File: src/rv_pkg.sv
// shared widths, encodings and stage records for the single-cycle RV32I core
// opcode, format and ALU enums plus the packed structs passed between stages
package rv_pkg;

    localparam int XLEN       = 32;
    localparam int REG_COUNT  = 32;
    localparam int REG_ADDR_W = 5;

    localparam logic [XLEN-1:0] RESET_PC = 32'h8000_0000;

    typedef logic [XLEN-1:0]       word_t;
    typedef logic [REG_ADDR_W-1:0] reg_addr_t;

    // base opcodes kept in this core, everything else decodes as illegal
    typedef enum logic [6:0] {
        OP_LUI    = 7'b0110111,
        OP_AUIPC  = 7'b0010111,
        OP_JAL    = 7'b1101111,
        OP_JALR   = 7'b1100111,
        OP_BRANCH = 7'b1100011,
        OP_IMM    = 7'b0010011,
        OP_REG    = 7'b0110011
    } opcode_t;

    typedef enum logic [2:0] {
        FMT_R,
        FMT_I,
        FMT_B,
        FMT_U,
        FMT_J,
        FMT_NONE    // unknown opcode, no operands
    } inst_fmt_t;

    typedef enum logic [3:0] {
        ALU_ADD,
        ALU_SUB,
        ALU_SLL,
        ALU_SLT,
        ALU_SLTU,
        ALU_XOR,
        ALU_SRL,
        ALU_SRA,
        ALU_OR,
        ALU_AND
    } alu_op_t;

    // decode -> execute / write-back
    typedef struct packed {
        opcode_t   opcode;
        inst_fmt_t fmt;
        alu_op_t   alu_op;
        logic [2:0] funct3;
        reg_addr_t rd;
        reg_addr_t rs1;
        reg_addr_t rs2;
        word_t     imm;
        logic      illegal;
    } decoded_t;

    // execute -> write-back and PC unit
    typedef struct packed {
        word_t alu_result;
        logic  jump_en;
        word_t jump_target;
    } exec_t;

    // one record per retired instruction
    typedef struct packed {
        logic      valid;
        word_t     pc;
        word_t     inst;
        logic      illegal;
        logic      we;
        reg_addr_t rd;
        word_t     wdata;
        word_t     next_pc;
    } retire_t;

endpackage
File: src/rv_core.sv
// single-cycle RV32I core top, one instruction fetched and retired per clock
`timescale 1ns/1ps

module rv_core (
    input  logic            clk,
    input  logic            reset,
    input  rv_pkg::word_t   imem_data,
    output rv_pkg::word_t   imem_addr,
    output rv_pkg::retire_t retire
);
    import rv_pkg::*;

    word_t     snpc;
    decoded_t  dec;
    exec_t     ex;
    word_t     rdata1;
    word_t     rdata2;
    logic      we;
    reg_addr_t waddr;
    word_t     wdata;

    // imem_addr is the current pc
    rv_pc_unit u_pc_unit (
        .clk   (clk),
        .reset (reset),
        .jump  (ex),
        .pc    (imem_addr),
        .snpc  (snpc)
    );

    rv_decoder u_decoder (
        .inst (imem_data),
        .dec  (dec)
    );

    rv_regfile u_regfile (
        .clk    (clk),
        .reset  (reset),
        .we     (we),
        .waddr  (waddr),
        .raddr1 (dec.rs1),
        .raddr2 (dec.rs2),
        .wdata  (wdata),
        .rdata1 (rdata1),
        .rdata2 (rdata2)
    );

    rv_execute u_execute (
        .dec    (dec),
        .rdata1 (rdata1),
        .rdata2 (rdata2),
        .pc     (imem_addr),
        .ex     (ex)
    );

    rv_writeback u_writeback (
        .reset  (reset),
        .dec    (dec),
        .ex     (ex),
        .pc     (imem_addr),
        .snpc   (snpc),
        .inst   (imem_data),
        .we     (we),
        .waddr  (waddr),
        .wdata  (wdata),
        .retire (retire)
    );

endmodule

File: src/rv_writeback.sv
// result stage, picks write-back data and builds the retire record
`timescale 1ns/1ps

module rv_writeback (
    input  logic              reset,
    input  rv_pkg::decoded_t  dec,
    input  rv_pkg::exec_t     ex,
    input  rv_pkg::word_t     pc,
    input  rv_pkg::word_t     snpc,
    input  rv_pkg::word_t     inst,
    output logic              we,
    output rv_pkg::reg_addr_t waddr,
    output rv_pkg::word_t     wdata,
    output rv_pkg::retire_t   retire
);
    import rv_pkg::*;

    logic wr_req;

    always_comb begin
        wr_req = 1'b0;
        wdata  = ex.alu_result;
        case (dec.opcode)
            OP_JAL, OP_JALR: begin
                wr_req = 1'b1;
                wdata  = snpc;  // link address
            end
            OP_REG, OP_IMM, OP_LUI, OP_AUIPC: wr_req = 1'b1;
            default: wr_req = 1'b0;  // branches and illegal opcodes
        endcase
    end

    // x0 and reset gating in one place
    assign we    = wr_req & (dec.rd != '0) & ~reset;
    assign waddr = dec.rd;

    always_comb begin
        retire.valid   = ~reset;
        retire.pc      = pc;
        retire.inst    = inst;
        retire.illegal = dec.illegal;
        retire.we      = we;
        retire.rd      = dec.rd;
        retire.wdata   = wdata;
        retire.next_pc = ex.jump_en ? ex.jump_target : snpc;
    end

endmodule

File: src/rv_execute.sv
// execute stage, operand select, ALU, branch compare and jump target
`timescale 1ns/1ps

module rv_execute (
    input  rv_pkg::decoded_t dec,
    input  rv_pkg::word_t    rdata1,
    input  rv_pkg::word_t    rdata2,
    input  rv_pkg::word_t    pc,
    output rv_pkg::exec_t    ex
);
    import rv_pkg::*;

    word_t      op_a;
    word_t      op_b;
    word_t      result;
    logic [4:0] shamt;
    logic       taken;
    logic       jump;

    // operand A
    always_comb begin
        case (dec.opcode)
            OP_LUI:                       op_a = '0;
            OP_AUIPC, OP_JAL, OP_BRANCH:  op_a = pc;
            default:                      op_a = rdata1;
        endcase
    end

    assign op_b  = (dec.fmt == FMT_R) ? rdata2 : dec.imm;
    assign shamt = op_b[4:0];

    always_comb begin
        case (dec.alu_op)
            ALU_SUB:  result = op_a - op_b;
            ALU_SLL:  result = op_a << shamt;
            ALU_SLT:  result = {31'b0, $signed(op_a) < $signed(op_b)};
            ALU_SLTU: result = {31'b0, op_a < op_b};
            ALU_XOR:  result = op_a ^ op_b;
            ALU_SRL:  result = op_a >> shamt;
            ALU_SRA:  result = word_t'($signed(op_a) >>> shamt);
            ALU_OR:   result = op_a | op_b;
            ALU_AND:  result = op_a & op_b;
            default:  result = op_a + op_b;  // ALU_ADD
        endcase
    end

    // branch condition always compares rs1 against rs2
    always_comb begin
        case (dec.funct3)
            3'b000:  taken = (rdata1 == rdata2);
            3'b001:  taken = (rdata1 != rdata2);
            3'b100:  taken = ($signed(rdata1) < $signed(rdata2));
            3'b101:  taken = ($signed(rdata1) >= $signed(rdata2));
            3'b110:  taken = (rdata1 < rdata2);
            3'b111:  taken = (rdata1 >= rdata2);
            default: taken = 1'b0;  // reserved encodings fall through
        endcase
    end

    // illegal opcodes land in the default arm, so they never jump
    always_comb begin
        case (dec.opcode)
            OP_JAL, OP_JALR: jump = 1'b1;
            OP_BRANCH:       jump = taken;
            default:         jump = 1'b0;
        endcase
    end

    always_comb begin
        ex.alu_result  = result;
        ex.jump_en     = jump;
        ex.jump_target = result;
        if (dec.opcode == OP_JALR) begin
            ex.jump_target[0] = 1'b0;  // JALR target is halfword aligned
        end
    end

endmodule

File: src/rv_decoder.sv
// decode stage, splits the instruction into fields, format, immediate
// and ALU operation
`timescale 1ns/1ps

module rv_decoder (
    input  rv_pkg::word_t    inst,
    output rv_pkg::decoded_t dec
);
    import rv_pkg::*;

    opcode_t    opcode;
    inst_fmt_t  fmt;
    alu_op_t    alu_op;
    logic [6:0] funct7;
    logic [2:0] funct3;
    word_t      imm;
    logic       illegal;

    assign opcode = opcode_t'(inst[6:0]);
    assign funct3 = inst[14:12];
    assign funct7 = inst[31:25];

    // format classification
    always_comb begin
        illegal = 1'b0;
        case (opcode)
            OP_REG:          fmt = FMT_R;
            OP_IMM, OP_JALR: fmt = FMT_I;
            OP_BRANCH:       fmt = FMT_B;
            OP_LUI, OP_AUIPC: fmt = FMT_U;
            OP_JAL:          fmt = FMT_J;
            default: begin
                fmt     = FMT_NONE;
                illegal = 1'b1;  // retires as a no-op
            end
        endcase
    end

    // immediates, sign extended from bit 31
    always_comb begin
        case (fmt)
            FMT_I:   imm = {{20{inst[31]}}, inst[31:20]};
            FMT_B:   imm = {{20{inst[31]}}, inst[7], inst[30:25], inst[11:8], 1'b0};
            FMT_U:   imm = {inst[31:12], 12'b0};
            FMT_J:   imm = {{12{inst[31]}}, inst[19:12], inst[20], inst[30:21], 1'b0};
            default: imm = '0;
        endcase
    end

    // ALU op, only arithmetic opcodes use funct3/funct7
    always_comb begin
        alu_op = ALU_ADD;  // address and link arithmetic
        if (opcode == OP_REG || opcode == OP_IMM) begin
            case (funct3)
                3'b000: alu_op = (fmt == FMT_R && funct7[5]) ? ALU_SUB : ALU_ADD;
                3'b001: alu_op = ALU_SLL;
                3'b010: alu_op = ALU_SLT;
                3'b011: alu_op = ALU_SLTU;
                3'b100: alu_op = ALU_XOR;
                3'b101: alu_op = funct7[5] ? ALU_SRA : ALU_SRL;
                3'b110: alu_op = ALU_OR;
                default: alu_op = ALU_AND;
            endcase
        end
    end

    always_comb begin
        dec.opcode  = opcode;
        dec.fmt     = fmt;
        dec.alu_op  = alu_op;
        dec.funct3  = funct3;
        dec.rd      = inst[11:7];
        dec.rs1     = inst[19:15];
        dec.rs2     = inst[24:20];
        dec.imm     = imm;
        dec.illegal = illegal;
    end

endmodule

File: src/rv_regfile.sv
// general purpose register file, 32 words, two async reads and one sync write
`timescale 1ns/1ps

module rv_regfile (
    input  logic              clk,
    input  logic              reset,
    input  logic              we,
    input  rv_pkg::reg_addr_t waddr,
    input  rv_pkg::reg_addr_t raddr1,
    input  rv_pkg::reg_addr_t raddr2,
    input  rv_pkg::word_t     wdata,
    output rv_pkg::word_t     rdata1,
    output rv_pkg::word_t     rdata2
);
    import rv_pkg::*;

    word_t regs [REG_COUNT];

    // x0 is never written, so it holds the reset value of zero
    always_ff @(posedge clk) begin
        if (reset) begin
            for (int i = 0; i < REG_COUNT; i++) begin
                regs[i] <= '0;
            end
        end else if (we) begin
            regs[waddr] <= wdata;
        end
    end

    assign rdata1 = regs[raddr1];
    assign rdata2 = regs[raddr2];

endmodule

File: src/rv_pc_unit.sv
// program counter, loads the jump target or pc+4 every clock
`timescale 1ns/1ps

module rv_pc_unit (
    input  logic          clk,
    input  logic          reset,
    input  rv_pkg::exec_t jump,
    output rv_pkg::word_t pc,
    output rv_pkg::word_t snpc
);
    import rv_pkg::*;

    word_t dnpc;

    assign snpc = pc + 32'd4;
    assign dnpc = jump.jump_en ? jump.jump_target : snpc;

    always_ff @(posedge clk) begin
        if (reset) begin
            pc <= RESET_PC;
        end else begin
            pc <= dnpc;  // no stalls, always advances
        end
    end

endmodule

File: config.mk
export PLATFORM = sky130hd
export DESIGN_NAME = rv_core
export DESIGN_NICKNAME = d
export VERILOG_FILES = /design/src/rv_pkg.sv /design/src/rv_core.sv /design/src/rv_writeback.sv /design/src/rv_execute.sv /design/src/rv_decoder.sv /design/src/rv_regfile.sv /design/src/rv_pc_unit.sv
export SDC_FILE = /design/constraint.sdc
export NUM_CORES = 2
export LEC_CHECK = 0
export BUFFER_PORTS_ARGS = -buffer_cell sky130_fd_sc_hd__buf_2
export CORE_MARGIN = 2
export CORE_UTILIZATION = 40
export CTS_CLUSTER_SIZE = 24
export DETAILED_ROUTE_END_ITERATION = 7
export GPL_TIMING_DRIVEN = 0
export PLACE_DENSITY = 0.61
export SYNTH_ARGS = -nofsm -noshare
export SYNTH_HDL_FRONTEND = slang
export SYNTH_SLANG_ARGS = --single-unit
File: constraint.sdc
create_clock -name clk -period 18.2 [get_ports clk]
set_input_delay 2.73 -clock clk [delete_from_list [all_inputs] [get_ports clk]]
set_output_delay 2.73 -clock clk [all_outputs]
set_load 0.02 [all_outputs]
==> out/results.tsv <==
stage	metric	value	unit
timing	RSZ-0062 raised after global routing	false	
worst_hold_path	class of the worst hold path	flip-flop to flip-flop	
timing	final setup vio count	2	
global_route	largest net degree at the start of global routing	33	
routing	Wirelength per Cell	46.2	um
logic_synthesis	Synth Warn #	0	
flow_run	MaxCap Viol Count	30	
pwr	Clk network pwr share	0.349	
logic_synthesis	Avg Cell Area, Syn	11.2	um^2
place	Post-DP HPWL	285000	um
routing	DRC Markers	0	
routing	DRT Wirelength	398000	um
routing	DRT Pass-1 Iters	7	
global_route	most used routing layer in global routing	met2	
pwr	total power	6.84	mW
routing	Antenna Nets Post-Route	0	
worst_hold_path	HP Start	u_pc_unit.pc[31]	
critical_path	Setup crit start	imem_data[21]	
logic_synthesis	Yosys top cell area share	0.462	
global_route	GRT Util Overall	0.456	
routing	1st-iter DRT viols	12787	
cts	maximum buffer depth of the clock tree	3	
final_layout	Final nets	6496	
global_route	global-route wire length before repair	516000	um
logic_synthesis	Synth async-reset ratio	0	
timing	final slew viol count	240	
die	die area	0.170	mm^2
pwr	Int Pwr	4.50	mW
die	Die X-Extent	412	um
global_route	antenna violations before repair	19	
logic_synthesis	Syn Std Cell Area	0.0665	mm^2
critical_path	Critical Path Sink Type	output port	
cts	setup repair bufs after CTS	0	
pwr	Flop pwr share	0.409	
timing	final hold violations	0	
cts	Resize count post-CTS	0	
global_route	met1 usage	0.522	
global_route	number of global-route vias before repair	57402	
logic_synthesis	Synth Flop Type	edfxtp_1	
timing	Max transition margin	-0.164	
logic_synthesis	Post-synth top cells	edfxtp_1, nor2_1, mux2i_1, a21oi_1, clkbuf_1	
pwr	Pleak	29.5	nW
global_route	grt total ovfl	0	
critical_path	Crit Path Class	input pin to output port	
pwr	combinational fraction of design power	0.242	
cts	clk sink count	1056	
logic_synthesis	Synth cell types	101	
outcome	status	complete, but fails checks	
logic_synthesis	Synth area leaders	edfxtp_1, mux4_2, mux2i_1	
pwr	peak supply drop	0.0792	mV
critical_path	required time worst endpoint	15.47	ns
global_route	grt met3 use	0.198	
timing	Worst Tran Pin Value	1.72	ns
cts	Root Buffer	clkbuf_16	
routing	routed vias/inst	7.24	
logic_synthesis	number of synthesized flops with an enable pin	1024	
critical_path	crit path max fanout	10	
timing	setup TNS	-0.518	ns
critical_path	Crit path max-delay family	buffers and inverters	
timing	Clock Skew	0.0555	ns
critical_path	worst stage delay on the critical path	1.37	ns
pwr	Net Sw Frac	0.343	
die	Rows	149	
die	total core area	0.165	mm^2
die	Initial Utilization	0.403	
outcome	violated checks	max-capacitance violations, max-slew violations, negative setup slack	
final_layout	layout cells sized above 1	0.177	
timing	Final Critical Period	18.65	ns
cts	CTS tree	done	
critical_path	critical path arrival	15.92	ns
cts	clock latency on the worst-skew pair	0.81	ns
die	die height	412	um
logic_synthesis	post-synthesis sequential area ratio	0.472	
global_route	met2 GRT Util	0.649	
pwr	power density over the cells	91.1	mW/mm^2
die	IO Count	202	
routing	DR vias	62381	
cts	H-tree levels	3	
logic_synthesis	most frequent cell after synthesis	edfxtp_1	
cts	CTS Buf Count	114	
timing	PnR worst setup slack	-0.452	ns
pwr	switching pwr	2.35	mW
cts	Clk pin slew, worst setup/hold paths	0.06	ns
critical_path	Critical Path Start Type	input pin	
final_layout	fill count	15377	
critical_path	CP max stage cell	o41ai_1	
critical_path	Buf/Inv on CP	11	
final_layout	synthesis-to-layout area growth	12.9	%
place	Port Buf Inserts	194	
final_layout	post-layout util	0.455	
logic_synthesis	Seq cells post-synth	1056	
cts	cts hold-fix bufs	0	
timing	Tcrit/Tclk final	1.02	
logic_synthesis	Yosys top cell by area	edfxtp_1	
place	RePlAce Congestion	1.12	
timing	Hold Slack	0.808	ns
timing	Max Clock Freq	53.6	MHz
critical_path	reg-to-reg startpoint	u_regfile.regs[12][1]	
logic_synthesis	Cells after Synth	5947	
worst reg2reg max path: cells and delay by family, from the launching register on:
family	cells	cell delay [ns]
adders and majority gates	1	0.41
buffers and inverters	4	2.14
and+or+nand+nor	4	1.43
DFF	1	0.40
muxes	1	0.49
AOI/OAI and AO/OA	12	5.29
cell usage in the layout, fill, tap and decap left out, types with 130 or more instances in the layout:
master,Yosys,layout
nor2_1,1018,1018
inv_1,138,138
mux2i_1,604,604
o21ai_0,146,146
ha_1,130,130
edfxtp_1,1024,1024
mux4_2,291,291
a22oi_1,284,284
buf_2,104,323
nand2_1,260,229
a21oi_1,353,352
clkbuf_1,318,328
nor3_1,233,231
cell families (layout without fill, tap and decap cells):
kind of cell,Yosys count,in the layout,share of synthesized area
buf+inv,774,1214,0.0618
compound gates,1158,1158,0.115
flops,1056,1056,0.472
simple gates,1850,1850,0.125
mux,922,922,0.194
fa+ha+maj,132,132,0.0251
other cells,1,45,0.0000564
xor+xnor,54,54,0.00711
worst paths after layout:
path / to / slack (ns) / cells past startpoint
setup / recovery: retire[32] / -0.45 / 26
hold / removal: u_pc_unit.pc[31] / 0.81 / 2
setup reg to reg: u_regfile.regs[31][25] / 7.71 / 22
hold reg to reg: u_pc_unit.pc[31] / 0.81 / 2
final cells by class:
cell class	count	area [um^2]	area share
antenna	13	32.5	0.000433
buffer	629	3610	0.0481
clock buffer	140	2970	0.0396
multi-input combinational	4148	31400	0.418
timing repair buffer	236	1720	0.0229
clock inverter	64	683	0.00910
sequential	1056	31400	0.418
inverter	145	544	0.00725
tap	2189	2740	0.0365
metal layers:
| layer | share of wire | wire length [um] | vias up |
|---|---|---|---|
| met2 | 0.41 | 163000 | 6736 |
| met3 | 0.16 | 64000 | 1981 |
| met5 | 0.00090 | 359 | - |
| li1 | - | - | 23052 |
| met4 | 0.11 | 42900 | 28 |
| met1 | 0.32 | 128000 | 30584 |
registers in the layout, indices dropped and copies added, names as in the netlist:
signal,count
u_pc_unit.pc,32
u_regfile.regs,1024
power groups by stage:
stage          Sequential (mW)  Combinational [mW]  Clock (mW)
5_1_grt                   2.80                1.65        2.42
3_3_place_gp              2.85                1.51           0
6_report                  2.80                1.66        2.39
4_1_cts                   2.79                1.54        2.34
3_5_place_dp              2.85                1.54           0
2_1_floorplan             2.83               0.845           0
through the flow:
stage                     std cells  setup slack [ns]  cell area, um^2
after CTS                      8603             0.787            75000
after global routing           8608             0.370            75100
after floorplan                5978              5.96            66600
final                          8620            -0.452            75100
after global placement         8361            -0.895            70300
after detailed placement       8399             0.796            71400
(Power assumes the default switching activity.)
